### config.mk
export PLATFORM = sky130hd
export DESIGN_NAME = fetch_unit
export DESIGN_NICKNAME = d
export VERILOG_FILES = /design/src/hw/fetch_pkg.sv /design/src/hw/branch_predecode.sv /design/src/hw/fetch_ctrl.sv /design/src/hw/fetch_hold.sv /design/src/hw/fetch_pc.sv /design/src/hw/fetch_unit.sv /design/src/hw/inst_pick.sv
export VERILOG_INCLUDE_DIRS = /design/src /design/src/include
export SDC_FILE = /design/constraint.sdc
export NUM_CORES = 1
export LEC_CHECK = 0
export ABC_AREA = 1
export BUFFER_PORTS_ARGS = -buffer_cell sky130_fd_sc_hd__buf_2
export CORE_MARGIN = 2
export CORE_UTILIZATION = 40
export CTS_CLUSTER_DIAMETER = 200
export CTS_CLUSTER_SIZE = 20
export DETAILED_ROUTE_END_ITERATION = 7
export PLACE_DENSITY = 0.67
export SLEW_MARGIN = 5
export SYNTH_ARGS = -nofsm -noshare
export SYNTH_HDL_FRONTEND = slang
export SYNTH_SLANG_ARGS = --single-unit
### constraint.sdc
create_clock -name i_clk -period 3.2 [get_ports i_clk]
set_input_delay 0.16 -clock i_clk [delete_from_list [all_inputs] [get_ports i_clk]]
set_output_delay 0.16 -clock i_clk [all_outputs]
set_load 0.01 [all_outputs]
### src/include/fetch_defs.svh
`ifndef FETCH_DEFS_SVH
`define FETCH_DEFS_SVH

// sv39 instruction virtual address
`define FETCH_VADDR_W 39

// one read from instruction memory
`define FETCH_WORD_W 64

// one instruction slot, wide enough for an uncompressed instruction
`define INST_W 32

// first fetch after reset, bottom of the upper half of sv39 space
`define FETCH_RESET_ADDR 39'h40_0000_0000

// major opcodes of the 32-bit control-flow instructions
`define OP_JAL 7'b1101111
`define OP_JALR 7'b1100111
`define OP_BRANCH 7'b1100011

// compressed quadrants holding jumps and branches
`define C_Q1 2'b01
`define C_Q2 2'b10

`endif

### src/hw/fetch_pkg.sv
`include "fetch_defs.svh"

package fetch_pkg;

    // pc, memory read address and branch target
    typedef logic [`FETCH_VADDR_W-1:0] vaddr_t;

    // raw word returned by instruction memory
    typedef logic [`FETCH_WORD_W-1:0] fetch_word_t;

    // one instruction slot, only the low half is meaningful when compressed
    typedef logic [`INST_W-1:0] inst_t;

    // one bit per slot, bit 0 is slot 0
    typedef logic [1:0] slot_flags_t;

    // fetch FSM states
    typedef enum logic [2:0] {
        ST_FETCH = 3'h0,
        ST_CACHE = 3'h1,
        ST_VALID = 3'h2,
        ST_RESOL = 3'h3,
        ST_INIT  = 3'h4
    } fetch_state_e;

endpackage

### src/hw/branch_predecode.sv
`include "fetch_defs.svh"

module branch_predecode (
    input  fetch_pkg::inst_t i_inst,
    input  logic             i_compressed,
    output logic             o_branch
);
    import fetch_pkg::*;

    // 32-bit fields
    logic [6:0] opcode;

    // compressed fields
    logic [1:0] c_quad;
    logic [2:0] c_funct3;
    logic [4:0] c_rs1;
    logic [4:0] c_rs2;

    logic full_branch;
    logic c_q1_branch;
    logic c_q2_branch;
    inst_t      inst;

    assign inst     = i_inst;
    assign opcode   = inst[6:0];
    assign c_quad   = inst[1:0];
    assign c_funct3 = inst[15:13];
    assign c_rs1    = inst[11:7];
    assign c_rs2    = inst[6:2];

    // jal, jalr and conditional branches
    assign full_branch = (opcode == `OP_JAL) || (opcode == `OP_JALR) ||
                         (opcode == `OP_BRANCH);

    // quadrant 1: c.j (101), c.beqz (110), c.bnez (111)
    // funct3 001 is c.addiw on rv64, not c.jal
    always_comb begin
        c_q1_branch = 1'b0;
        if (c_quad == `C_Q1) begin
            case (c_funct3)
                3'b101,
                3'b110,
                3'b111:  c_q1_branch = 1'b1;
                default: c_q1_branch = 1'b0;
            endcase
        end
    end

    // quadrant 2: c.jr and c.jalr share funct3 100 with rs2 zero
    // rs1 zero there is c.ebreak or reserved
    assign c_q2_branch = (c_quad == `C_Q2) && (c_funct3 == 3'b100) &&
                         (c_rs2 == 5'd0) && (c_rs1 != 5'd0);

    // pick the form the slot was decoded as
    assign o_branch = i_compressed ? (c_q1_branch || c_q2_branch) : full_branch;

endmodule

### src/hw/fetch_ctrl.sv
`include "fetch_defs.svh"

module fetch_ctrl (
    input  logic i_clk,
    input  logic i_rst_n,
    input  logic i_mem_valid,
    input  logic i_sent,
    input  logic i_branched,
    input  logic i_branch_valid,
    output logic o_mem_ren,
    output logic o_in_resol,
    output logic o_hold
);
    import fetch_pkg::*;

    fetch_state_e state;
    fetch_state_e next_state;

    // where a send leads, a branch in either slot stops fetch for resolution
    fetch_state_e after_send;

    always_ff @(posedge i_clk or negedge i_rst_n) begin
        if (!i_rst_n) begin
            state <= ST_INIT;
        end else begin
            state <= next_state;
        end
    end

    assign after_send = i_branched ? ST_RESOL : ST_FETCH;

    always_comb begin
        next_state = state;
        case (state)
            // first cycle out of reset, kick off the reset address read
            ST_INIT: begin
                next_state = ST_FETCH;
            end
            // read issued last cycle, data may already be here
            ST_FETCH: begin
                if (i_sent) begin
                    next_state = after_send;
                end else if (i_mem_valid) begin
                    next_state = ST_VALID;
                end else begin
                    next_state = ST_CACHE;
                end
            end
            // memory slower than one cycle, pc and request held
            ST_CACHE: begin
                if (i_mem_valid) begin
                    if (i_sent) begin
                        next_state = after_send;
                    end else begin
                        next_state = ST_VALID;
                    end
                end
            end
            // decode stalled, output comes from the hold registers
            ST_VALID: begin
                if (i_sent) begin
                    next_state = after_send;
                end
            end
            // no reads until the branch target arrives
            ST_RESOL: begin
                if (i_branch_valid) begin
                    next_state = ST_FETCH;
                end
            end
            default: begin
                next_state = ST_INIT;
            end
        endcase
    end

    // single-cycle request on every entry into FETCH
    // next state is FETCH during reset too, so keep the request off there
    assign o_mem_ren = i_rst_n && (next_state == ST_FETCH);

    assign o_in_resol = (state == ST_RESOL);
    assign o_hold     = (state == ST_VALID);

endmodule

### src/hw/fetch_hold.sv
`include "fetch_defs.svh"

module fetch_hold (
    input  logic                   i_clk,
    input  logic                   i_rst_n,
    input  logic                   i_mem_valid,
    input  logic                   i_hold,
    input  fetch_pkg::inst_t       i_inst0,
    input  fetch_pkg::inst_t       i_inst1,
    input  fetch_pkg::slot_flags_t i_compressed,
    input  logic                   i_count,
    output logic                   o_output_valid,
    output fetch_pkg::inst_t       o_inst0,
    output fetch_pkg::inst_t       o_inst1,
    output fetch_pkg::slot_flags_t o_compressed,
    output logic                   o_count
);
    import fetch_pkg::*;

    inst_t       hold_inst0;
    inst_t       hold_inst1;
    slot_flags_t hold_compressed;
    logic        hold_count;

    // copy of the word being presented, in case decode is not ready
    // memory only answers in FETCH or CACHE, never while holding
    always_ff @(posedge i_clk or negedge i_rst_n) begin
        if (!i_rst_n) begin
            hold_inst0      <= '0;
            hold_inst1      <= '0;
            hold_compressed <= '0;
            hold_count      <= 1'b0;
        end else if (i_mem_valid) begin
            hold_inst0      <= i_inst0;
            hold_inst1      <= i_inst1;
            hold_compressed <= i_compressed;
            hold_count      <= i_count;
        end
    end

    // live data in the answer cycle, held copy afterwards
    always_comb begin
        if (i_hold) begin
            o_inst0      = hold_inst0;
            o_inst1      = hold_inst1;
            o_compressed = hold_compressed;
            o_count      = hold_count;
        end else begin
            o_inst0      = i_inst0;
            o_inst1      = i_inst1;
            o_compressed = i_compressed;
            o_count      = i_count;
        end
    end

    assign o_output_valid = i_mem_valid || i_hold;

endmodule

### src/hw/fetch_pc.sv
`include "fetch_defs.svh"

module fetch_pc (
    input  logic                   i_clk,
    input  logic                   i_rst_n,
    input  logic                   i_sent,
    input  logic                   i_in_resol,
    input  logic                   i_branch_valid,
    input  fetch_pkg::vaddr_t      i_branch_target,
    input  logic                   i_branch0,
    input  fetch_pkg::slot_flags_t i_compressed,
    output fetch_pkg::vaddr_t      o_pc
);
    import fetch_pkg::*;

    vaddr_t     pc;
    vaddr_t     next_pc;
    logic [3:0] advance;

    always_ff @(posedge i_clk or negedge i_rst_n) begin
        if (!i_rst_n) begin
            pc <= `FETCH_RESET_ADDR;
        end else begin
            pc <= next_pc;
        end
    end

    // bytes consumed by one send
    // branch in slot 0 drops slot 1, so only slot 0 length counts
    always_comb begin
        advance = 4'd8;
        casez ({i_branch0, i_compressed})
            3'b000: advance = 4'd8;
            3'b001,
            3'b010: advance = 4'd6;
            3'b011: advance = 4'd4;
            3'b1?0: advance = 4'd4;
            3'b1?1: advance = 4'd2;
            default: advance = 4'd8;
        endcase
    end

    // resolved target wins in RESOL
    // elsewhere advance on a send and hold otherwise
    always_comb begin
        next_pc = pc;
        if (i_in_resol) begin
            if (i_branch_valid) begin
                next_pc = i_branch_target;
            end
        end else if (i_sent) begin
            next_pc = pc + vaddr_t'(advance);
        end
    end

    // read address is the registered pc, stable for the whole request
    assign o_pc = pc;

endmodule

### src/hw/fetch_unit.sv
`include "fetch_defs.svh"

module fetch_unit (
    input  logic                   i_clk,
    input  logic                   i_rst_n,
    // instruction memory, one outstanding read
    output logic                   o_mem_ren,
    output fetch_pkg::vaddr_t      o_mem_raddr,
    input  fetch_pkg::fetch_word_t i_mem_rdata,
    input  logic                   i_mem_valid,
    // resolved target after a control-flow send
    input  fetch_pkg::vaddr_t      i_branch_target,
    input  logic                   i_branch_valid,
    // decode side
    input  logic                   i_output_ready,
    output logic                   o_output_valid,
    output fetch_pkg::inst_t       o_inst0,
    output fetch_pkg::inst_t       o_inst1,
    output fetch_pkg::slot_flags_t o_compressed,
    output logic                   o_count
);
    import fetch_pkg::*;

    inst_t       pick_inst0;
    inst_t       pick_inst1;
    slot_flags_t pick_compressed;
    slot_flags_t branch;
    logic        count;
    logic        sent;
    logic        branched;
    logic        in_resol;
    logic        hold;

    // slice the memory word into two slots
    inst_pick u_pick (
        .i_word       (i_mem_rdata),
        .o_inst0      (pick_inst0),
        .o_inst1      (pick_inst1),
        .o_compressed (pick_compressed)
    );

    // presented copy, live on the answer cycle or held under back-pressure
    fetch_hold u_hold (
        .i_clk          (i_clk),
        .i_rst_n        (i_rst_n),
        .i_mem_valid    (i_mem_valid),
        .i_hold         (hold),
        .i_inst0        (pick_inst0),
        .i_inst1        (pick_inst1),
        .i_compressed   (pick_compressed),
        .i_count        (count),
        .o_output_valid (o_output_valid),
        .o_inst0        (o_inst0),
        .o_inst1        (o_inst1),
        .o_compressed   (o_compressed),
        .o_count        (o_count)
    );

    // predecode what decode actually sees
    // memory data may have moved on while holding
    branch_predecode u_predecode0 (
        .i_inst       (o_inst0),
        .i_compressed (o_compressed[0]),
        .o_branch     (branch[0])
    );

    branch_predecode u_predecode1 (
        .i_inst       (o_inst1),
        .i_compressed (o_compressed[1]),
        .o_branch     (branch[1])
    );

    // no speculation past a control-flow instruction in slot 0
    assign count    = !branch[0];
    assign sent     = o_output_valid && i_output_ready;
    assign branched = |branch;

    fetch_ctrl u_ctrl (
        .i_clk          (i_clk),
        .i_rst_n        (i_rst_n),
        .i_mem_valid    (i_mem_valid),
        .i_sent         (sent),
        .i_branched     (branched),
        .i_branch_valid (i_branch_valid),
        .o_mem_ren      (o_mem_ren),
        .o_in_resol     (in_resol),
        .o_hold         (hold)
    );

    fetch_pc u_pc (
        .i_clk           (i_clk),
        .i_rst_n         (i_rst_n),
        .i_sent          (sent),
        .i_in_resol      (in_resol),
        .i_branch_valid  (i_branch_valid),
        .i_branch_target (i_branch_target),
        .i_branch0       (branch[0]),
        .i_compressed    (o_compressed),
        .o_pc            (o_mem_raddr)
    );

endmodule

### src/hw/inst_pick.sv
`include "fetch_defs.svh"

module inst_pick (
    input  fetch_pkg::fetch_word_t i_word,
    output fetch_pkg::inst_t       o_inst0,
    output fetch_pkg::inst_t       o_inst1,
    output fetch_pkg::slot_flags_t o_compressed
);
    import fetch_pkg::*;

    // half a slot, the granule of compressed instructions
    localparam int HALF_W = `INST_W / 2;

    inst_t       slot0;
    inst_t       slot1;
    slot_flags_t comp;

    // slot 0 always sits at the bottom of the word
    assign slot0 = i_word[`INST_W-1:0];

    // low two bits other than 11 mark a 16-bit instruction
    assign comp[0] = (slot0[1:0] != 2'b11);

    // slot 1 follows right after slot 0
    // compressed slot 0 leaves it at bit 16, otherwise at bit 32
    always_comb begin
        if (comp[0]) begin
            slot1 = i_word[HALF_W +: `INST_W];
        end else begin
            slot1 = i_word[`INST_W +: `INST_W];
        end
    end

    // slot 1 length from its own opcode bits
    assign comp[1] = (slot1[1:0] != 2'b11);

    // upper half of a compressed slot is the next instruction, decode ignores it
    assign o_inst0      = slot0;
    assign o_inst1      = slot1;
    assign o_compressed = comp;

endmodule

==> impl_results.md <==
- Area of the core region: 17300 um2
- Area enclosed by the die boundary: 18800 um2
- Final RePlAce weighted congestion: 0.924
- Number of flops mapped to enable cells by yosys: 0
- Num rows: 48
- Leading cell types by count after synthesis: sky130_fd_sc_hd__nand2_1 (341), sky130_fd_sc_hd__o21ai_0 (143), sky130_fd_sc_hd__inv_1 (122)
- Tightest Hold Check Type: input port to flip-flop
- Via count of the first global-routing pass: 7240
- Share of post-route cells with drive strength above 1: 29.0%
- H-Tree Level Count: 3
- Chip Width: 137 um
- Max-cap violation count: 0
- Relative max-transition margin: 26.9%
- Utilization after layout: 54.1%
- Yosys warnings: 0
- Ant. Diodes: 0
- Violation count after the first detailed-routing iteration: 579
- Detail-routed via count per cell: 5.14
- Portion of the post-synthesis area used by sequential elements: 38.5%
- 1st-pass router iterations: 5
- Post-synth top area cell: sky130_fd_sc_hd__dfrtp_1
- Maximum vdd ir drop: 0.398 mV
- TritonCTS Sinks: 109
- RSZ-0062 raised after global routing: true
- Overall global routing resource usage: 25.0%
- IO Count: 216
- WL per Instance: 15.4 um
- Port Buffers: 215
- Largest cells by area after synthesis: sky130_fd_sc_hd__dfrtp_1 (38%), sky130_fd_sc_hd__nand2_1 (18%), sky130_fd_sc_hd__o21ai_0 (10%)
- Post-route ant nets: 0
- Final setup vio count: 19
- Die outline height: 137 um
- Final layout net count: 1411
- Critical Path Source Type: flip-flop
- Clock period minus worst slack: 3.33 ns
- Number of fill cells: 1707
- Crit. End Element: flip-flop
- Library cell with the highest instance count after synthesis: sky130_fd_sc_hd__nand2_1
- Worst EP arrival: 3.56 ns
- Clock-pin slew reported for the worst setup and hold paths after clock tree synthesis: 0.08 ns
- Buffer type at the clock tree root: sky130_fd_sc_hd__clkbuf_16
- Post-route worst setup slack: -0.129 ns
- Initial core utilization: 41.0%
- Hpwl dp: 17100 um
- Power per standard cell area: 815 nW/um2
- Synthesis-stage register bit count: 109
- Run status: complete, but fails checks
- Data required time at the worst endpoint: 3.43 ns
- Nets in the synthesized netlist: 1167
- Routed wire length: 23500 um
- FFs w/ async S/R, synth: 100%
- Share of the synthesized area in the top cell type: 37.8%
- Hold path cells: 3
- Max Clock Skew: 0.0113 ns
- First-pass GRT wire length: 36700 um
- Final global-route overflow total: 0
- Insertion delay of the later-clocked pin in the worst-skew pair: 0.36 ns
- Cell count after synthesis: 1055
- Highest attainable clock frequency: 0.300 GHz
- Reg2Reg Setup Slack: -0.13 ns
- Area growth from synthesis to layout: 32.0%
- Maximum number of pins on one net before global-route repair: 125
- Number of antenna violations at the first check in global routing: 2
- Clock tree from TritonCTS: built
- Final worst path period share: 104%
- Violated checks: setup timing
- Number of hold-slack violations in the final timing report: 0
- Count of distinct cell types in the synthesized netlist: 44
- Cell Area, Synth: 7080 um2
- Count of unresolved DRC violations after routing: 0
- Buffers from clock root to sink, at most: 2
- Max Transition Viols Final: 0
- Largest driver fanout on the critical path: 7
- CTS Buf Count: 9
- Leak: 5.03 nW
- Most instantiated flip-flop cell in the synthesis netlist: sky130_fd_sc_hd__dfrtp_1
- Hold slack final: 0.0203 ns
- Least-Margin Pin Slew: 1.10 ns
- Startpoint-to-endpoint class of the critical path: flip-flop to flip-flop
- Mean Syn Cell Area: 6.71 um2
- Number of cells traversed by the worst register-to-register path: 25
- Via Count: 7864
==> what timing repair did <==
action                                  CTS  global route
cloned                                    1             0
endpoints found under the hold margin    47             0
gates resized for setup                  41            45
hold buffers                              1             0
setup buffers                             9            11
pin swaps                                30            23
endpoints found under the setup margin   24            33
==> final cells by class <==
type	instances	area [um2]	area share, %
clock buffers	10	229	2.45
well taps	225	282	3.01
clock inverters	6	72.6	0.776
repair buffers	283	1660	17.8
inverters	128	485	5.19
flip-flops and latches	109	2730	29.2
multi-input cells	768	3890	41.6
==> final timing paths <==
kind / start / end
worst max-delay path: u_ctrl.state[2]$_DFF_PN1_ / u_pc.o_pc[27]$_DFFE_PN0P_
worst min-delay path: i_mem_rdata[10] / u_hold.hold_inst0[10]$_DFFE_PN0P_
worst max register to register: u_ctrl.state[2]$_DFF_PN1_ / u_pc.o_pc[27]$_DFFE_PN0P_
worst min register to register: u_hold.hold_inst1[7]$_DFFE_PN0P_ / u_hold.hold_inst1[7]$_DFFE_PN0P_
max in group asynchronous: i_rst_n / u_hold.hold_inst0[25]$_DFFE_PN0P_
min in group asynchronous: i_rst_n / u_hold.hold_inst0[14]$_DFFE_PN0P_
==> routing by layer <==
metal | global-route usage, % | share of wire, % | vias up | routed length [um]
met1 | 33.5 | 43 | 3673 | 10200
met3 | 5.81 | 7.3 | 50 | 1710
met5 | 0 | 0 | - | 0
li1 | - | - | 3864 | -
met4 | 9.51 | 2.8 | 0 | 658
met2 | 39.1 | 46 | 277 | 10900
==> state kept, by name, summed over array words and instances, names as in the netlist <==
signal and flops:
u_ctrl.state 3, u_hold.hold_inst1 32, u_hold.hold_compressed 2, u_hold.hold_count 1
u_hold.hold_inst0 32, u_pc.o_pc 39
==> kinds of logic after synthesis <==
logic type,Yosys count,synth area share (%)
AOI/OAI and AO/OA,210,16.1
xor gates and xnor gates,16,1.98
adders and majority gates,4,0.813
buffers and inverters,179,10.4
DFF,109,38.5
muxes,1,0.159
and+or+nand+nor,536,32.0
==> per-stage QoR <==
step	std cells	setup slack, ns	setup TNS (ns)	total power (W)	instance area (um2)
finish	1529	-0.129	-1.27	0.00762	9350
global route	1529	-0.359	-7.15	0.00820	9350
CTS	1519	-0.104	-0.651	0.00748	9120
detailed placement	1492	-0.282	-2.84	0.00605	8570
global placement	1492	-0.145	-0.829	0.00599	8570
floorplan	1055	-0.0823	-0.101	0.00449	7100
==> cells in the final DEF (no fill, tap or decap), types with 3 or more instances in the layout <==
master / count
sky130_fd_sc_hd__o22ai_1: 7
sky130_fd_sc_hd__nand4_1: 17
sky130_fd_sc_hd__clkbuf_16: 9
sky130_fd_sc_hd__nand2_1: 331
sky130_fd_sc_hd__o21ai_2: 11
sky130_fd_sc_hd__o21ai_0: 127
sky130_fd_sc_hd__nand2_4: 7
sky130_fd_sc_hd__nor3_1: 9
sky130_fd_sc_hd__nor4_4: 3
sky130_fd_sc_hd__nor2_1: 85
sky130_fd_sc_hd__a21oi_1: 12
sky130_fd_sc_hd__buf_6: 14
sky130_fd_sc_hd__buf_4: 53
sky130_fd_sc_hd__nand2_2: 13
sky130_fd_sc_hd__nor3_4: 4
sky130_fd_sc_hd__nor2_2: 4
sky130_fd_sc_hd__nor4_1: 3
sky130_fd_sc_hd__o211ai_1: 9
sky130_fd_sc_hd__dfrtp_1: 106
sky130_fd_sc_hd__a31oi_1: 14
sky130_fd_sc_hd__xor2_1: 13
sky130_fd_sc_hd__inv_1: 120
sky130_fd_sc_hd__o21ai_1: 21
sky130_fd_sc_hd__buf_2: 213
sky130_fd_sc_hd__nand3_4: 3
sky130_fd_sc_hd__nand3_1: 42
sky130_fd_sc_hd__a21oi_2: 3
sky130_fd_sc_hd__clkinv_4: 3
sky130_fd_sc_hd__inv_2: 6
sky130_fd_sc_hd__nor2_4: 6
==> power by group <==
part | total (W) | switching, W | internal [W]
logic | 0.00431 | 0.00261 | 0.00170
registers | 0.00213 | 0.000417 | 0.00171
clock network | 0.00119 | 0.000569 | 0.000616
total | 0.00762 | 0.00360 | 0.00402
==> critical path: stages, from the launching register on <==
cell	delay (ns)
sky130_fd_sc_hd__dfstp_2	0.56
sky130_fd_sc_hd__inv_4	0.06
sky130_fd_sc_hd__nand3_4	0.15
sky130_fd_sc_hd__buf_6	0.16
sky130_fd_sc_hd__nand2_1	0.06
sky130_fd_sc_hd__o21ai_2	0.07
sky130_fd_sc_hd__nand2_1	0.09
sky130_fd_sc_hd__nor2_1	0.11
sky130_fd_sc_hd__nor2_1	0.05
sky130_fd_sc_hd__nand2_1	0.08
sky130_fd_sc_hd__nand2_2	0.09
sky130_fd_sc_hd__nand2_1	0.07
sky130_fd_sc_hd__nand2_1	0.07
sky130_fd_sc_hd__o21ai_2	0.06
sky130_fd_sc_hd__ha_2	0.21
sky130_fd_sc_hd__fa_2	0.22
sky130_fd_sc_hd__nand2_2	0.07
sky130_fd_sc_hd__nand2_2	0.09
sky130_fd_sc_hd__nand3_4	0.08
sky130_fd_sc_hd__nor2_4	0.13
sky130_fd_sc_hd__inv_4	0.08
sky130_fd_sc_hd__nor3_4	0.19
sky130_fd_sc_hd__buf_4	0.15
sky130_fd_sc_hd__nand4_1	0.06
sky130_fd_sc_hd__a21oi_1	0.15
sky130_fd_sc_hd__o22ai_1	0.09
Power figures use the tool's default switching activity.
